`src/include/axi_sram_settings.svh`:
```
// bus widths and memory depth for the AXI4 SRAM slave; include wherever these sizes are needed
`ifndef AXI_SRAM_SETTINGS_SVH
`define AXI_SRAM_SETTINGS_SVH

// AXI4 channel widths
`define AXI4_ID_WIDTH 4
`define AXI4_ADDR_WIDTH 32
`define AXI4_DATA_WIDTH 32
`define AXI4_WSTRB_WIDTH 4

// offset bits inside one 4 KB window
`define AXI4_ADDR_OFT_WIDTH 12
// log2 of bytes per data word
`define AXI4_DATA_BLOG 2

// default SRAM depth in words, 4 KB total
`define SRAM_WORDS 1024

`endif

```
`src/design/axi4_pkg.sv`:
```
// AXI4 protocol encodings shared by the slave and its testbench; import where bursts or responses are used
package axi4_pkg;

  // AxBURST field encoding
  typedef enum logic [1:0] {
    BURST_FIXED = 2'b00,
    BURST_INCR  = 2'b01,
    BURST_WRAP  = 2'b10,
    // reserved code, answered with an error
    BURST_RSVD  = 2'b11
  } axi4_burst_t;

  // xRESP field encoding
  typedef enum logic [1:0] {
    RESP_OKAY   = 2'b00,
    // exclusive access is not supported, never returned
    RESP_EXOKAY = 2'b01,
    RESP_SLVERR = 2'b10,
    RESP_DECERR = 2'b11
  } axi4_resp_t;

endpackage

```
`src/design/slv_pkg.sv`:
```
// internal types of the AXI4 slave state machine; import in modules that hold slave state
package slv_pkg;

  // slave FSM states
  typedef enum logic [2:0] {
    ST_IDLE,
    ST_READ,
    ST_WAIT_W,
    ST_WRITE,
    ST_SEND_B
  } slv_state_t;

  // memory command issued in a given cycle
  typedef enum logic [1:0] {
    CMD_NONE,
    CMD_READ,
    CMD_WRITE
  } mem_cmd_t;

endpackage

```
`src/design/axi4_addr_gen.sv`:
```
// next-beat address calculation for AXI4 bursts inside a 4 KB window; used by the slave FSM
`timescale 1ns/1ps
`include "axi_sram_settings.svh"

module axi4_addr_gen
  import axi4_pkg::*;
(
  input  logic [7:0]                      alen_i,
  input  logic [2:0]                      asize_i,
  input  axi4_burst_t                     aburst_i,
  input  logic [`AXI4_ADDR_OFT_WIDTH-1:0] addr_i,
  output logic [`AXI4_ADDR_OFT_WIDTH-1:0] addr_o
);

  localparam int OFT_W = `AXI4_ADDR_OFT_WIDTH;

  logic [OFT_W-1:0] step;
  logic [OFT_W-1:0] aligned;
  logic [OFT_W-1:0] incr;
  logic [15:0]      wrap_bytes;
  logic [OFT_W-1:0] wrap_mask;

  // bytes per transfer
  assign step = OFT_W'(1) << asize_i;
  // later beats of an INCR burst are size aligned
  assign aligned = addr_i & ~(step - OFT_W'(1));
  assign incr = aligned + step;

  // total wrap window, size times beats
  assign wrap_bytes = (16'(alen_i) + 16'd1) << asize_i;
  assign wrap_mask = OFT_W'(wrap_bytes - 16'd1);

  always_comb begin
    case (aburst_i)
      BURST_INCR: addr_o = incr;
      // upper bits stay, lower bits roll over inside the window
      BURST_WRAP: addr_o = (addr_i & ~wrap_mask) | (incr & wrap_mask);
      // fixed and reserved keep the offset
      default: addr_o = addr_i;
    endcase
  end

  // a wrap burst must start on its transfer size and have 2, 4, 8 or 16 beats
  always_comb begin
    if (aburst_i == BURST_WRAP) begin
      assert ((addr_i & (step - OFT_W'(1))) == '0)
        else $error("wrap burst address not aligned to its size");
      assert (alen_i == 8'd1 || alen_i == 8'd3 || alen_i == 8'd7 || alen_i == 8'd15)
        else $error("wrap burst length is not 2, 4, 8 or 16");
    end
  end

endmodule

```
`src/design/axi4_slv_fsm.sv`:
```
// AXI4 slave FSM turning read and write bursts into single-word SRAM accesses; used by the top level
`timescale 1ns/1ps
`include "axi_sram_settings.svh"

module axi4_slv_fsm
  import axi4_pkg::*;
  import slv_pkg::*;
(
  input  logic                                               aclk_i,
  input  logic                                               aresetn_i,
  // write address
  input  logic [`AXI4_ID_WIDTH-1:0]                          awid_i,
  input  logic [`AXI4_ADDR_WIDTH-1:0]                        awaddr_i,
  input  logic [7:0]                                         awlen_i,
  input  logic [2:0]                                         awsize_i,
  input  axi4_burst_t                                        awburst_i,
  input  logic                                               awvalid_i,
  output logic                                               awready_o,
  // write data
  input  logic [`AXI4_DATA_WIDTH-1:0]                        wdata_i,
  input  logic [`AXI4_WSTRB_WIDTH-1:0]                       wstrb_i,
  input  logic                                               wlast_i,
  input  logic                                               wvalid_i,
  output logic                                               wready_o,
  // write response
  output logic [`AXI4_ID_WIDTH-1:0]                          bid_o,
  output axi4_resp_t                                         bresp_o,
  output logic                                               bvalid_o,
  input  logic                                               bready_i,
  // read address
  input  logic [`AXI4_ID_WIDTH-1:0]                          arid_i,
  input  logic [`AXI4_ADDR_WIDTH-1:0]                        araddr_i,
  input  logic [7:0]                                         arlen_i,
  input  logic [2:0]                                         arsize_i,
  input  axi4_burst_t                                        arburst_i,
  input  logic                                               arvalid_i,
  output logic                                               arready_o,
  // read data
  output logic [`AXI4_ID_WIDTH-1:0]                          rid_o,
  output logic [`AXI4_DATA_WIDTH-1:0]                        rdata_o,
  output axi4_resp_t                                         rresp_o,
  output logic                                               rlast_o,
  output logic                                               rvalid_o,
  input  logic                                               rready_i,
  // memory port
  output logic                                               mem_en_o,
  output logic                                               mem_wen_o,
  output logic [`AXI4_ADDR_OFT_WIDTH-`AXI4_DATA_BLOG-1:0]    mem_addr_o,
  output logic [`AXI4_WSTRB_WIDTH-1:0]                       mem_bm_o,
  output logic [`AXI4_DATA_WIDTH-1:0]                        mem_wdata_o,
  input  logic [`AXI4_DATA_WIDTH-1:0]                        mem_rdata_i
);

  localparam int OFT_W = `AXI4_ADDR_OFT_WIDTH;

  slv_state_t                state_q, state_d;
  mem_cmd_t                  mem_cmd;
  // stored request
  logic [`AXI4_ID_WIDTH-1:0] req_id_q, req_id_d;
  logic [OFT_W-1:0]          req_addr_q, req_addr_d;
  logic [7:0]                req_len_q, req_len_d;
  logic [2:0]                req_size_q, req_size_d;
  axi4_burst_t               req_burst_q, req_burst_d;
  logic                      req_err_q, req_err_d;
  // beats done, up to 256
  logic [8:0]                beat_cnt_q, beat_cnt_d;
  logic [OFT_W-1:0]          next_addr;
  logic [OFT_W-1:0]          mem_oft;
  logic                      last_beat;
  logic                      ar_err, aw_err;
  logic                      ar_hs, aw_hs, w_hs, r_hs, b_hs;

  axi4_addr_gen u_axi4_addr_gen (
    .alen_i  (req_len_q),
    .asize_i (req_size_q),
    .aburst_i(req_burst_q),
    .addr_i  (req_addr_q),
    .addr_o  (next_addr)
  );

  // ready and valid come straight from the state
  assign arready_o = (state_q == ST_IDLE);
  // reads win over a write in the same cycle
  assign awready_o = (state_q == ST_IDLE) && !arvalid_i;
  // first W beat may ride along with AW
  assign wready_o = (state_q == ST_WAIT_W) || (state_q == ST_WRITE) ||
                    (awready_o && awvalid_i);
  assign rvalid_o = (state_q == ST_READ);
  assign bvalid_o = (state_q == ST_SEND_B);

  assign ar_hs = arvalid_i && arready_o;
  assign aw_hs = awvalid_i && awready_o;
  assign w_hs = wvalid_i && wready_o;
  assign r_hs = rvalid_o && rready_i;
  assign b_hs = bvalid_o && bready_i;

  assign ar_err = (arburst_i == BURST_RSVD);
  assign aw_err = (awburst_i == BURST_RSVD);
  assign last_beat = (beat_cnt_q == {1'b0, req_len_q} + 9'd1);

  // response side
  assign rid_o = req_id_q;
  assign bid_o = req_id_q;
  // error bursts return zero data
  assign rdata_o = req_err_q ? '0 : mem_rdata_i;
  assign rresp_o = req_err_q ? RESP_SLVERR : RESP_OKAY;
  assign bresp_o = req_err_q ? RESP_SLVERR : RESP_OKAY;
  assign rlast_o = rvalid_o && last_beat;

  // memory port
  assign mem_en_o = (mem_cmd != CMD_NONE);
  assign mem_wen_o = (mem_cmd == CMD_WRITE);
  assign mem_addr_o = mem_oft[OFT_W-1:`AXI4_DATA_BLOG];
  assign mem_bm_o = wstrb_i;
  assign mem_wdata_o = wdata_i;

  always_comb begin
    state_d     = state_q;
    req_id_d    = req_id_q;
    req_addr_d  = req_addr_q;
    req_len_d   = req_len_q;
    req_size_d  = req_size_q;
    req_burst_d = req_burst_q;
    req_err_d   = req_err_q;
    beat_cnt_d  = beat_cnt_q;
    mem_cmd     = CMD_NONE;
    mem_oft     = req_addr_q;
    case (state_q)
      ST_IDLE: begin
        if (ar_hs) begin
          req_id_d    = arid_i;
          req_addr_d  = araddr_i[OFT_W-1:0];
          req_len_d   = arlen_i;
          req_size_d  = arsize_i;
          req_burst_d = arburst_i;
          req_err_d   = ar_err;
          beat_cnt_d  = 9'd1;
          state_d     = ST_READ;
          // fetch beat one now so rvalid can rise next cycle
          mem_oft = araddr_i[OFT_W-1:0];
          if (!ar_err) begin
            mem_cmd = CMD_READ;
          end
        end else if (aw_hs) begin
          req_id_d    = awid_i;
          req_addr_d  = awaddr_i[OFT_W-1:0];
          req_len_d   = awlen_i;
          req_size_d  = awsize_i;
          req_burst_d = awburst_i;
          req_err_d   = aw_err;
          mem_oft     = awaddr_i[OFT_W-1:0];
          if (w_hs) begin
            beat_cnt_d = 9'd1;
            state_d = wlast_i ? ST_SEND_B : ST_WRITE;
            if (!aw_err) begin
              mem_cmd = CMD_WRITE;
            end
          end else begin
            // no beat written yet
            beat_cnt_d = 9'd0;
            state_d = ST_WAIT_W;
          end
        end
      end
      // address known, first data beat still missing
      ST_WAIT_W: begin
        if (w_hs) begin
          beat_cnt_d = 9'd1;
          state_d = wlast_i ? ST_SEND_B : ST_WRITE;
          if (!req_err_q) begin
            mem_cmd = CMD_WRITE;
          end
        end
      end
      // req_addr holds the last written beat, write goes to the next one
      ST_WRITE: begin
        mem_oft = next_addr;
        if (w_hs) begin
          req_addr_d = next_addr;
          beat_cnt_d = beat_cnt_q + 9'd1;
          if (!req_err_q) begin
            mem_cmd = CMD_WRITE;
          end
          if (wlast_i) begin
            state_d = ST_SEND_B;
          end
        end
      end
      // req_addr holds the beat on the bus
      ST_READ: begin
        if (r_hs) begin
          if (last_beat) begin
            state_d = ST_IDLE;
          end else begin
            mem_oft = next_addr;
            req_addr_d = next_addr;
            beat_cnt_d = beat_cnt_q + 9'd1;
            if (!req_err_q) begin
              mem_cmd = CMD_READ;
            end
          end
        end else if (!req_err_q) begin
          // stalled, read the same word again so rdata holds
          mem_cmd = CMD_READ;
        end
      end
      ST_SEND_B: begin
        if (b_hs) begin
          state_d = ST_IDLE;
        end
      end
      default: state_d = ST_IDLE;
    endcase
  end

  always_ff @(posedge aclk_i or negedge aresetn_i) begin
    if (!aresetn_i) begin
      state_q     <= ST_IDLE;
      req_id_q    <= '0;
      req_addr_q  <= '0;
      req_len_q   <= '0;
      req_size_q  <= '0;
      req_burst_q <= BURST_FIXED;
      req_err_q   <= 1'b0;
      beat_cnt_q  <= '0;
    end else begin
      state_q     <= state_d;
      req_id_q    <= req_id_d;
      req_addr_q  <= req_addr_d;
      req_len_q   <= req_len_d;
      req_size_q  <= req_size_d;
      req_burst_q <= req_burst_d;
      req_err_q   <= req_err_d;
      beat_cnt_q  <= beat_cnt_d;
    end
  end

  // a stalled R beat keeps its payload, which relies on the SRAM re-read
  assert property (@(posedge aclk_i) disable iff (!aresetn_i)
    rvalid_o && !rready_i |=> rvalid_o && $stable(rdata_o) && $stable(rlast_o))
    else $error("R payload changed while stalled");

  assert property (@(posedge aclk_i) disable iff (!aresetn_i)
    state_q == ST_READ |-> !wready_o)
    else $error("wready high during a read burst");

  // catches a master whose wlast disagrees with awlen
  assert property (@(posedge aclk_i) disable iff (!aresetn_i)
    state_q != ST_IDLE |-> beat_cnt_q <= {1'b0, req_len_q} + 9'd1)
    else $error("beat count beyond burst length");

endmodule

```
`config.mk`:
```
export PLATFORM = sky130hd
export DESIGN_NAME = axi4_slv_fsm
export DESIGN_NICKNAME = d
export VERILOG_FILES = /design/src/design/axi4_pkg.sv /design/src/design/slv_pkg.sv /design/src/design/axi4_addr_gen.sv /design/src/design/axi4_slv_fsm.sv
export VERILOG_INCLUDE_DIRS = /design/src /design/src/include
export SDC_FILE = /design/constraint.sdc
export NUM_CORES = 1
export LEC_CHECK = 0
export BUFFER_PORTS_ARGS = -buffer_cell sky130_fd_sc_hd__buf_2
export CAP_MARGIN = 20
export CORE_ASPECT_RATIO = 1.75
export CORE_MARGIN = 2
export CORE_UTILIZATION = 34
export CTS_CLUSTER_DIAMETER = 120
export DETAILED_ROUTE_END_ITERATION = 8
export GPL_ROUTABILITY_DRIVEN = 1
export GPL_TIMING_DRIVEN = 0
export RECOVER_POWER = 25
export SYNTH_ARGS = -nofsm -noshare
export SYNTH_HDL_FRONTEND = slang
export SYNTH_HIERARCHICAL = 1
export SYNTH_SLANG_ARGS = --single-unit
```
`constraint.sdc`:
```
create_clock -name aclk_i -period 4.7 [get_ports aclk_i]
set_input_delay 0.94 -clock aclk_i [delete_from_list [all_inputs] [get_ports aclk_i]]
set_output_delay 0.94 -clock aclk_i [all_outputs]
set_load 0.02 [all_outputs]
```
---- Word level (Yosys, flattened, before mapping) ----
Index checks and enable logic that the tools add are counted.
W data, S select, Z words.
storage, ports and cells
  output and inout bits ................... 98
  register bits ........................... 42
  logic and storage cells ................. 110
  input bits .............................. 174
operators by class
  equal/unequal tests ..................... 18
  add/subtract/negate cells ............... 6
  reduce and logical (&&, ||, !) cells .... 20
  muxes and demuxes ....................... 50
  bitwise logic cells ..................... 6
  shift-type cells ........................ 2
operators with widths
  cell                     number
  $pmux W12 S3             2
  $mux W12                 5
  $mux W9                  6
  $and A12 B12 Y12         3
  $mux W3                  12
  $pmux W9 S4              1
  $mux W32                 1
  $not A12 Y12             2
  $pmux W12 S2             1
  $sub A12 B1 Y12 const B  2
  $mux W2                  10
  $add A8 B1 Y9 const B    2
  $mux W8                  2
  $shl A16 B3 Y12          1
  $pmux W3 S5              1
  $add A12 B12 Y12         1
  $or A12 B12 Y12          1
  $shl A1 B3 Y12 const A   1
  $add A9 B1 Y9 const B    1
  $eq A9 B9 Y1             1
  $eq A2 B2 Y1 const B     4
  $mux W4                  2
  $ne A2 B2 Y1 const B     4
  $logic_and A1 B1 Y1      7
  other kinds (18)         29

---- Longest topological paths before layout ----
Gate-level depths: netlist of the first run.
  depth in word-level cells ............... 11
  mapped depth ............................ 22
  mapped depth without buffers ............ 19

---- Hierarchy ----
Netlist of the first run, hierarchy kept.
by module, submodules not included
  module         area an instance (um^2)  instances  sequential area each (um^2)  cells each
  axi4_slv_fsm   3533.4                   1          1051.0                       450
  axi4_addr_gen  1968.1                   1          0.0                          296

---- Worst setup path after synthesis of the first run ----
No wires, ideal clock.
  path kind ............................... reg2out
  from .................................... register req_size_q[2]
  to ...................................... output mem_addr_o[7]
  required time ........................... 3760 ps
  path slack .............................. -76 ps
  cell stages (with the launch flop) ...... 21
  data arrival time ....................... 3836 ps
  buffers on the path ..................... 3
  cell sequence ........................... dfrtp_1 -> clkbuf_1 -> buf_2 -> nor2_1 -> nand2_1 -> ha_1 -> xor2_1 -> nor2_1 -> a311oi_1 -> ha_1 -> a21oi_1 -> maj3_1 -> and2_1 -> clkbuf_1 -> nor3b_1 -> a2bb2oi_1 -> o21ai_0 -> mux2i_1 -> a22oi_1 -> o22ai_1 -> a221o_1
between the ends
  cells in the longest elaborated chain, start to end .. 11
  elaborated cells between the ends (all ways) .. 15
  classes of those cells .................. add/sub: 3; shift: 2; mux: 4; bitwise: 6
RTL lines
  item                    line                 text
  start, declared         axi4_slv_fsm.sv:62   logic [2:0] req_size_q, req_size_d;
  start signal, assigned  axi4_slv_fsm.sv:231  req_size_q <= req_size_d;
  $shl A1 B3 Y12          axi4_addr_gen.sv:24  assign step = OFT_W'(1) << asize_i;
  $sub A12 B1 Y12         axi4_addr_gen.sv:26  assign aligned = addr_i & ~(step - OFT_W'(1));
  $not A12 Y12            axi4_addr_gen.sv:26
  $and A12 B12 Y12        axi4_addr_gen.sv:26
  $add A12 B12 Y12        axi4_addr_gen.sv:27  assign incr = aligned + step;
  $and A12 B12 Y12        axi4_addr_gen.sv:37  BURST_WRAP: addr_o = (addr_i & ~wrap_mask) | (incr & wrap_mask);
  $or A12 B12 Y12         axi4_addr_gen.sv:37
  $pmux W12 S2 (*)        axi4_addr_gen.sv:34  case (aburst_i)
  via next_addr[9]        axi4_slv_fsm.sv:67   logic [OFT_W-1:0] next_addr;
  $mux W12 (2 in series)  --
  $pmux W12 S3 (*)        axi4_slv_fsm.sv:128  case (state_q)
  end, declared           axi4_slv_fsm.sv:48   output logic [`AXI4_ADDR_OFT_WIDTH-`AXI4_DATA_BLOG-1:0] mem_addr_o,
The timed path passes the listed nets; every way through them passes the cells marked *.

---- Worst setup path after layout of the first run ----
Same ends and word-level chain as after synthesis.

==> impl_metrics.csv, run 1 <==
group,metric,value,unit
outcome,status,"complete, but fails checks",
outcome,violations,"max-capacitance violations, max-slew violations, negative setup slack",
synthesis,synthCells,746,
detailed_routing,viasPerCell,5.65,
place,routabilityCongestion,0.908,
die,die_h,172,um
grt,grt_pass1_vias,6028,
die,num_rows,61,
layout,final_cells,1171,
min_path,min_path_type,"primary input to asynchronous set/reset pin",
cts,cts_tree,"yes",
layout,final_cell_mix,"buf_2, nand2_1, buf_4",
timing,slew_viol_final,39,
die,io_pins,272,
synthesis,synth_edf_count,0,
cts,clk_latency,0.30,ns
cts,cts-htree-levels,2,
synthesis,ys_seq_area_share,19.1,%
synthesis,synth-adder-area-share,2.46,%
layout,drive_gt1_share,39.1,%
worst_setup_path,arrival,3.96,ns
layout,fillers,1666,
worst_setup_path,critPathRequiredTime,3.76,ns
die,die_w,100,um
die,die-area,0.0173,mm2
grt,grt_remaining_overflow,0,
worst_setup_path,crit_path_max_fanout,6,
synthesis,async_flop_share,100,%
cts,cts.sinks,42,
timing,period_needed,4.90,ns
power,p_leak,3.47,nW
timing,tightestPinTransition,2.24,ns
cts,cts_root_buffer,"clkbuf_16",
synthesis,synth_top_family_by_area,"compound AO/OA/AOI/OAI gates",
cts,path_clk_slew,0.07,ns
die,start_util,34.7,%
power,irDropWorstVdd,0.246,mV
layout,final_nets,1165,
synthesis,synthXorXnorAreaFrac,4.30,%
timing,fmax,0.204,GHz
timing,layout_setup_ws,-0.204,ns
place,port_buffers,191,
die,core-area,0.0159,mm2
synthesis,synth-seq-cells,42,
worst_setup_path,reg2reg_depth,16,
place,dp.cells,1127,
timing,holdWs,0.472,ns
worst_setup_path,path_cells,"buf_8 > buf_8 > nor2_4 > nand2_2 > ha_4 > xor2_1 > nor2_1 > a311oi_2 > ha_2 > nor2_2 > nor2_1 > o211ai_1 > and2_4 > o21ai_0 > a2bb2oi_2 > o31ai_1 > mux2i_1 > a22oi_1 > o22ai_1 > a221o_1 > buf_6",
detailed_routing,num_vias,6622,
detailed_routing,wire_per_inst,18.3,um
synthesis,synth.avg_cell_area,7.37,um2
synthesis,ys.flop_type,"dfrtp_1",
timing,setup_viol,6,
detailed_routing,route.detailed.drc,0,
run,cap_violations,1,
place,hpwl,16.3,mm
detailed_routing,dr.first_iter.drc_count,312,
grt,antenna_found_initial,1,
synthesis,synth_compound_area_share,28.7,%
worst_setup_path,cpPeakStageDelay,0.43,ns
synthesis,ys_warn_count,6,
synthesis,synthSimpleGateAreaFrac,28.2,%
power,p_per_area,771,mW/mm2
timing,clock_skew,0.00968,ns
grt,grt_start_max_net_pins,43,
worst_setup_path,cpMaxStageDelayCell,"dfrtp_2",
cts,ctsHoldBuffers,0,
cts,numCtsBuffers,5,
synthesis,synth_area,0.00550,mm2
worst_setup_path,end_kind,"primary output",
worst_setup_path,criticalPathCategory,"flip-flop to primary output",
timing,rsz0062_at_grt,"yes",
grt,track_usage,22.7,%
layout,areaGrowthSynthToFinish,38.2,%
synthesis,ys_types,83,
detailed_routing,wirelength,21.4,mm
layout,diodes,0,
timing,slew_headroom,-49.6,%
detailed_routing,ant_nets,0,
cts,clk_path_buf_depth,2,
timing,hold_viol,0,
timing,fin_crit_sh,104,%
grt,grt_pass1_wl,31.0,mm
layout,final_common_cell,"buf_2",
worst_setup_path,start_kind,"flip-flop",
detailed_routing,drtPass1Iterations,5,
worst_setup_path,path_delay_family,"compound AO/OA/AOI/OAI gates",
worst_setup_path,path_buf_inv,3,
synthesis,synthMuxAreaShare,4.09,%
worst_setup_path,path_depth,21,
[registers in the layout (all words and copies together), names as in the netlist, named ones only]
register and cells:
req_burst_q 2, beat_cnt_q 9, bid_o 4, req_size_q 3
req_len_q 8, req_err_q 1, state_q 3, req_addr_q 10
[logic make-up (layout without fill, tap and decap cells)]
family | after synthesis | count (layout)
compound gates | 230 | 230
xor+xnor | 27 | 27
other cells | 1 | 2
mux | 21 | 21
buf+inv | 118 | 353
flops | 42 | 42
fa+ha+maj | 11 | 11
simple gates | 296 | 296
[report_power, final]
part           total (W)  internal [W]  switching, W
sequential      0.000750      0.000506      0.000244
combinational    0.00474       0.00195       0.00279
clock           0.000367      0.000199      0.000168
[worst reg2reg max path, cell delays in order (launching register included)]
cell and delay, ns:
dfrtp_2 0.41, ha_1 0.22, buf_8 0.15, a311oi_4 0.33
a221oi_4 0.07, a21oi_1 0.18, a22oi_2 0.16, buf_4 0.17
or4b_4 0.57, nor4b_4 0.27, o21ai_0 0.13, nor4b_4 0.16
a21oi_2 0.18, o22ai_2 0.11, buf_4 0.16, nor2b_1 0.13
a221o_1 0.30
[stage by stage]
stage	instance area (um2)	setup WS, ns	setup TNS, ns	total power [W]	utilization (%)
after CTS	7290	-0.204	-0.550	0.00534	45.9
after global routing	7600	-0.369	-1.75	0.00625	47.9
after detailed placement	6700	-0.669	-2.46	0.00455	42.2
after global placement	6700	-0.610	-2.16	0.00452	42.2
after floorplan	5510	0.0175	0	0.00350	-
final	7600	-0.204	-0.691	0.00586	47.9
[synthesized netlist by cell type (all sizes together), types with 3 or more instances]
cell type	n	area (um2)
a21o	3	22.5
buf	63	452
nor2b	47	294
o21bai	3	26.3
o211ai	3	22.5
o221ai	4	35.0
nor3	12	60.1
o21a	6	45.0
o21ai	37	185
dfrtp	42	1050
a22oi	12	90.1
a31oi	26	163
or3	9	56.3
a22o	3	26.3
and2	8	50.1
nor2	63	236
nand2b	6	37.5
nand3b	5	37.5
nand4	7	50.1
xnor2	17	149
o22ai	18	113
nor4b	7	73.8
and3	10	73.8
o31ai	7	71.3
a32o	3	30.0
clkbuf	29	169
ha	10	125
a221o	23	230
nand3	17	85.1
a211oi	4	30.0
nor4	7	65.1
nor3b	4	30.0
a211o	4	35.0
nand2	85	319
xor2	10	87.6
mux2i	18	180
a21oi	52	260
inv	26	97.6
a311oi	3	26.3
[per-layer routing]
metal	wire (um)	track usage [%]	part of all wire, %
met1	8010	25.4	37
met2	11500	42.3	54
met3	1040	2.55	4.9
met4	772	10.6	3.6
met5	11	0	0.051
[repair_timing]
| item | 4_1_cts | 5_1_grt |
|---|---|---|
| cloned | 0 | 0 |
| buffers inserted | 27 | 12 |
| pin swaps | 32 | 23 |
| endpoints found under the setup margin | 8 | 9 |
| gates resized for setup | 67 | 44 |
[layout make-up]
cell class	instances	area [um2]	share of cell area, %
Multi-Input combinational cell	587	4150	54.5
Timing Repair Buffer	229	1260	16.6
Sequential cell	42	1060	13.9
Buffer	90	653	8.59
Tap cell	189	236	3.11
Clock buffer	5	125	1.65
Inverter	26	97.6	1.28
Clock inverter	3	23.8	0.313
[path summary, 6_finish.rpt]
kind / from / end / slack [ns]
max in group asynchronous: aresetn_i / req_size_q[0]$_DFFE_PN0P_ / 1.66
max: req_size_q[2]$_DFFE_PN0P_ / mem_addr_o[7] / -0.20
max reg2reg: req_len_q[0]$_DFFE_PN0P_ / req_addr_q[10]$_DFFE_PN0P_ / 0.88
min: aresetn_i / req_addr_q[9]$_DFFE_PN0P_ / 0.47
min reg2reg: bid_o[0]$_DFFE_PN0P_ / bid_o[0]$_DFFE_PN0P_ / 0.57
min in group aclk_i: bid_o[0]$_DFFE_PN0P_ / bid_o[0]$_DFFE_PN0P_ / 0.57
Power figures use the tool's default switching activity.
==> inputs of run 2 (changes only) <==
--- a/config.mk
+++ b/config.mk
@@ -8,7 +8,7 @@
 export LEC_CHECK = 0
 export BUFFER_PORTS_ARGS = -buffer_cell sky130_fd_sc_hd__buf_2
 export CAP_MARGIN = 20
-export CORE_ASPECT_RATIO = 1.75
+export CORE_ASPECT_RATIO = 0.5
 export CORE_MARGIN = 2
 export CORE_UTILIZATION = 34
 export CTS_CLUSTER_DIAMETER = 120
==> run 2 against run 1 <==
Net effect: the run still ends with max-capacitance violations, max-slew violations, negative setup slack left; final cell count increased by 1.3%; sequential share of layout area about the same; sequential power decreased by 1%; cell area unchanged; critical path depth decreased by 2; fmax increased by 0.52%; core utilization increased by 0.80 points; flip-flop and latch count unchanged; non-clock buffer count unchanged; via count increased by 0.59%; first-iteration DRC count increased by 49%; critical endpoint unchanged.
==> impl_metrics.csv, run 2 (synthesized netlist as in run 1, its figures left out) <==
group,metric,value,unit
worst_setup_path,cp_common_cell,"buf_8",
layout,final_nets,1165,
worst_setup_path,cpPeakStageDelay,0.43,ns
timing,clock_skew,0.00780,ns
worst_setup_path,reg2reg_depth,21,
worst_setup_path,criticalPathCategory,"flip-flop to primary output",
worst_setup_path,path_delay_family,"compound AO/OA/AOI/OAI gates",
grt,grt_use_met1,28.1,%
die,core-area,0.0156,mm2
timing,hold_viol,0,
grt,grt_pass1_wl,30.2,mm
detailed_routing,drtPass1Iterations,5,
cts,numCtsBuffers,5,
worst_setup_path,r2r_end,"req_addr_q[9]$_DFFE_PN0P_",
timing,setup_viol,5,
grt,met2_usage,37.8,%
timing,fin_crit_sh,104,%
min_path,min_path_type,"flip-flop to flip-flop",
power,p_leak,3.44,nW
timing,slew_headroom,-20.2,%
power,p_per_area,746,mW/mm2
layout,fillers,1579,
min_path,hold_depth,2,
grt,antenna_found_initial,0,
cts,clk_latency,0.29,ns
layout,seqCellArea,0.00106,mm2
worst_setup_path,start_kind,"flip-flop",
worst_setup_path,path_cells,"buf_8 > buf_8 > nor2_4 > nand2_2 > ha_4 > buf_4 > a311oi_2 > ha_2 > a21oi_2 > maj3_2 > and2_4 > nor3b_4 > a2bb2oi_2 > o21ai_1 > mux2i_1 > a22oi_1 > o22ai_1 > a221o_1 > buf_6",
layout,drive_gt1_share,39.1,%
detailed_routing,ant_nets,0,
timing,holdWs,0.567,ns
layout,largest_register_ffs,10,
timing,tightestPinTransition,1.80,ns
outcome,violations,"max-capacitance violations, max-slew violations, negative setup slack",
layout,top_regs,"req_addr_q (10), beat_cnt_q (9), req_len_q (8)",
grt,grt_pass1_vias,6225,
die,die-area,0.0173,mm2
outcome,status,"complete, but fails checks",
worst_setup_path,crit_path_max_fanout,7,
detailed_routing,wire_per_inst,16.4,um
layout,final_cells,1186,
place,pre_cts_ws,-0.692,ns
worst_setup_path,cpMaxStageDelayCell,"dfrtp_2",
cts,cts.sinks,42,
layout,post-route-util,48.7,%
worst_setup_path,reg2reg_setup_slack,0.97,ns
power,irDropWorstVdd,0.301,mV
die,num_rows,32,
detailed_routing,dr.first_iter.drc_count,464,
cts,path_clk_slew,0.07,ns
worst_setup_path,path_buf_inv,4,
layout,final_common_cell,"buf_2",
worst_setup_path,arrival,3.94,ns
layout,multi_input_area,0.00410,mm2
power,power,0.00567,W
worst_setup_path,r2r-start,"req_size_q[2]$_DFFE_PN0P_",
die,die_h,93.9,um
grt,track_usage,21.5,%
worst_setup_path,critPathRequiredTime,3.76,ns
cts,cts_tree,"yes",
die,die_w,184,um
timing,rsz0062_at_grt,"yes",
layout,diodes,0,
layout,areaGrowthSynthToFinish,38.2,%
die,start_util,35.2,%
run,cap_violations,1,
die,io_pins,272,
cts,cts_root_buffer,"clkbuf_16",
cts,cts-htree-levels,2,
grt,grt_remaining_overflow,0,
layout,final_cell_mix,"buf_2, nand2_1, buf_4",
detailed_routing,wirelength,19.5,mm
layout,largest-register,"req_addr_q",
grt,grt-busiest-layer,"met2",
place,routabilityCongestion,0.896,
timing,slew_viol_final,31,
cts,ctsHoldBuffers,0,
min_path,hold_end,"bid_o[2]$_DFFE_PN0P_",
grt,grt_start_max_net_pins,43,
cts,clk_path_buf_depth,2,
grt,grt.met3_usage,2.95,%
timing,fmax,0.205,GHz
place,dp.cells,1142,
detailed_routing,num_vias,6661,
detailed_routing,viasPerCell,5.62,
worst_setup_path,end_kind,"primary output",
detailed_routing,route.detailed.drc,0,
min_path,hp-start,"bid_o[2]$_DFFE_PN0P_",
place,hpwl,14.8,mm
timing,layout_setup_ws,-0.178,ns
place,port_buffers,191,
timing,period_needed,4.88,ns
## run 2: per-layer routing
metal  vias to the layer above  share of wire (%)
met1                      3181                 44
met2                       297                 48
met4                         0                1.1
met5                         -                  0
li1                       3165                  -
met3                        18                7.1
## run 2: layout make-up
class,instances,area share [%]
Clock inverter,3,0.329
Buffer,90,8.61
Inverter,26,1.28
Multi-Input combinational cell,587,53.9
Tap cell,204,3.36
Sequential cell,42,14.0
Clock buffer,5,1.65
Timing Repair Buffer,229,16.9
## run 2: how the worst max path moves through the flow
stage,cells after the start,startpoint,end
floorplan,20,req_size_q[2]$_DFFE_PN0P_,mem_addr_o[7]
global placement,20,req_size_q[0]$_DFFE_PN0P_,mem_addr_o[7]
detailed placement,20,req_size_q[0]$_DFFE_PN0P_,mem_addr_o[7]
CTS,20,req_size_q[2]$_DFFE_PN0P_,mem_addr_o[7]
global route,20,req_size_q[2]$_DFFE_PN0P_,mem_addr_o[7]
finish,19,req_size_q[2]$_DFFE_PN0P_,mem_addr_o[7]
## run 2: power breakdown
| part | internal [W] | switching (W) | leakage [nW] |
|---|---|---|---|
| Sequential | 0.000508 | 0.000233 | 0.518 |
| Combinational | 0.00191 | 0.00266 | 2.85 |
| Clock | 0.000200 | 0.000155 | 0.0704 |
## run 2: tightest hold or removal path, delay by kind of cell, from the launching register on
family / cells / cell delay [ns]
DFF: 1 / 0.39
AOI/OAI and AO/OA: 1 / 0.08
and+or+nand+nor: 1 / 0.06
## run 2: timing repair
item                                   4_1_cts  5_1_grt
setup endpoints to repair                    8        8
endpoints found under the hold margin        0        0
gates resized for setup                     76       34
pin swaps                                   39       25
buffers inserted                            33        5
## run 2: metrics by stage
stage	area [um2]	TNS (ns)
global placement	6720	-2.06
finish	7600	-0.695
CTS	7390	-0.635
floorplan	5510	0
detailed placement	6720	-2.42
global route	7600	-2.21
==> inputs of run 3 (changes only) <==
--- a/config.mk
+++ b/config.mk
@@ -10,11 +10,13 @@
 export CAP_MARGIN = 20
 export CORE_ASPECT_RATIO = 0.5
 export CORE_MARGIN = 2
-export CORE_UTILIZATION = 34
+export CORE_UTILIZATION = 44
+export CTS_BUF_LIST = sky130_fd_sc_hd__clkbuf_8
 export CTS_CLUSTER_DIAMETER = 120
 export DETAILED_ROUTE_END_ITERATION = 8
 export GPL_ROUTABILITY_DRIVEN = 1
 export GPL_TIMING_DRIVEN = 0
+export PLACE_DENSITY = 0.8
 export RECOVER_POWER = 25
 export SYNTH_ARGS = -nofsm -noshare
 export SYNTH_HDL_FRONTEND = slang
==> constraint.sdc (replaced) <==
create_clock -name aclk_i -period 4.1 [get_ports aclk_i]
set_input_delay 0.82 -clock aclk_i [delete_from_list [all_inputs] [get_ports aclk_i]]
set_output_delay 0.82 -clock aclk_i [all_outputs]
set_load 0.02 [all_outputs]
==> run 3 against run 2 <==
Net effect: largest cell class unchanged; clock power is 18% lower; count of clock-buffer cells in the layout unchanged; wire length shrank 3.4%; via count grew 0.62%; sequential power increased by 17%; flip-flop and latch count did not move; total power up 12%; the flow still finishes with violations (max-capacitance violations, max-slew violations, negative setup slack); core utilization grew 13 points; global-route usage increased by 5.1 points.
==> impl_metrics.csv, run 3 (synthesized netlist as in run 1, its figures left out) <==
group,metric,value,unit
outcome,status,"complete, but fails checks",
outcome,violations,"max-capacitance violations, max-slew violations, negative setup slack",
grt,track_usage,26.6,%
cts,numCtsBuffers,5,
die,start_util,45.8,%
layout,seqCellArea,0.00106,mm2
power,switching_power,0.00350,W
place,hpwl,14.1,mm
worst_setup_path,r2r-start,"req_size_q[2]$_DFFE_PN0P_",
layout,post-route-util,61.6,%
die,die-area,0.0135,mm2
die,core-area,0.0120,mm2
timing,fmax,0.208,GHz
detailed_routing,drtPass1Iterations,5,
timing,setup_viol,9,
cts,path_clk_slew,0.09,ns
cts,clk_latency,0.31,ns
layout,largest-register,"req_addr_q",
timing,hold_viol,0,
layout,top_regs,"req_addr_q (10), beat_cnt_q (9), req_len_q (8)",
grt,grt_remaining_overflow,0,
worst_setup_path,crit_path_max_fanout,6,
layout,final_common_cell,"buf_2",
worst_setup_path,criticalPathCategory,"flip-flop to primary output",
power,p_leak,3.36,nW
power,p_sw_share,55.1,%
run,cap_violations,1,
die,num_rows,28,
worst_setup_path,startpoint,"req_size_q[2]$_DFFE_PN0P_",
min_path,min_path_type,"primary input to asynchronous set/reset pin",
detailed_routing,dr.first_iter.drc_count,685,
layout,multi_input_area,0.00411,mm2
detailed_routing,wire_per_inst,16.6,um
worst_setup_path,end_kind,"primary output",
layout,largest_register_ffs,10,
power,irDropWorstVdd,0.330,mV
worst_setup_path,critPathRequiredTime,3.28,ns
power,p_int,0.00285,W
timing,rsz0062_at_grt,"yes",
grt,grt_start_max_net_pins,43,
timing,fin_crit_sh,117,%
timing,period_needed,4.81,ns
detailed_routing,wirelength,18.8,mm
cts,cts-htree-levels,2,
place,pre_cts_ws,-0.771,ns
cts,clk_path_buf_depth,2,
place,dpl-instance-area,0.00673,mm2
detailed_routing,route.detailed.drc,0,
timing,slew_headroom,-43.7,%
die,die_w,162,um
worst_setup_path,reg2reg_setup_slack,0.34,ns
cts,cts_tree,"yes",
cts,ctsHoldBuffers,0,
layout,diodes,0,
worst_setup_path,r2r_end,"req_addr_q[11]$_DFFE_PN0P_",
power,power_frac_comb,81.8,%
worst_setup_path,start_kind,"flip-flop",
place,port_buffers,191,
power,p_per_area,857,mW/mm2
worst_setup_path,arrival,3.99,ns
detailed_routing,num_vias,6702,
layout,drive_gt1_share,38.5,%
detailed_routing,ant_nets,0,
layout,final_cell_mix,"buf_2, nand2_1, buf_4",
cts,cts.sinks,42,
timing,holdWs,0.360,ns
grt,grt_pass1_wl,29.9,mm
timing,layout_setup_ws,-0.714,ns
grt,antenna_found_initial,0,
cts,cts_root_buffer,"clkbuf_8",
power,clockPowerShare,4.6,%
timing,clock_skew,0.00951,ns
layout,areaGrowthSynthToFinish,34.6,%
detailed_routing,viasPerCell,5.89,
worst_setup_path,reg2reg_depth,20,
layout,fillers,1048,
layout,final_nets,1155,
grt,grt_pass1_vias,6254,
worst_setup_path,critical_path.endpoint,"mem_addr_o[9]",
die,die_h,83.1,um
die,io_pins,272,
layout,fin_area,0.00741,mm2
place,routabilityCongestion,0.972,
timing,tightestPinTransition,2.15,ns
power,p_seq_share,13.7,%
timing,slew_viol_final,38,
## run 3: cell type report
class                      count  share of cell area (%)
buffer                        91                    8.97
clock buffer                   5                   0.929
clock inverter                 3                   0.321
inverter                      26                    1.32
multi-input combinational    587                    55.5
sequential                    42                    14.3
tap                          165                    2.79
timing repair buffer         218                    15.9
## run 3: per-layer routing
metal	vias to the layer above	GRT usage [%]	wire, um
met4	0	6.76	301
li1	3146	-	-
met5	-	0	0
met2	357	46.4	9210
met3	41	4.25	1540
met1	3158	34.3	7790
## run 3: worst min-delay path by stage
stage                     slack [ns]                          to  depth (start not counted)
final                           0.36        bid_o[2]$_DFFE_PN0P_                          1
after global routing            0.37        bid_o[2]$_DFFE_PN0P_                          1
after CTS                       0.58        bid_o[2]$_DFFE_PN0P_                          2
after detailed placement        0.56        bid_o[3]$_DFFE_PN0P_                          2
after global placement          0.55        bid_o[2]$_DFFE_PN0P_                          2
after floorplan                 0.52  asynchronous set/reset pin                          0
## run 3: power groups by stage
stage               clock network (W)  logic [W]  registers [W]
finish                       0.000290    0.00519       0.000868
CTS                          0.000296    0.00490       0.000850
global route                 0.000315    0.00557       0.000893
floorplan                           0    0.00326       0.000805
global placement                    0    0.00419       0.000874
detailed placement                  0    0.00427       0.000883
## run 3: metrics by stage
step,cells,total power [W],TNS (ns)
floorplan,747,0.00407,-0.472
global placement,1103,0.00506,-3.81
detailed placement,1103,0.00515,-4.40
CTS,1129,0.00605,-3.52
global route,1137,0.00678,-6.30
finish,1137,0.00634,-4.34
## run 3: timing repair
| item | 4_1_cts | 5_1_grt |
|---|---|---|
| setup buffers | 19 | 7 |
| gates resized for setup | 71 | 23 |
| pin swaps | 30 | 10 |
| setup endpoints to repair | 11 | 11 |
## run 3: worst max-delay path, stage by stage, from the launching register on
cell,delay [ns]
dfrtp_2,0.44
buf_8,0.13
buf_8,0.11
nor2_4,0.15
nand2_2,0.09
ha_4,0.18
xor2_1,0.15
nor2_1,0.11
a311oi_2,0.05
ha_2,0.40
a21oi_4,0.08
maj3_2,0.29
and2_4,0.16
buf_4,0.14
nor4_2,0.12
mux2i_1,0.10
and3_4,0.20
a22oi_2,0.18
o22ai_1,0.10
a221o_1,0.33
buf_6,0.14
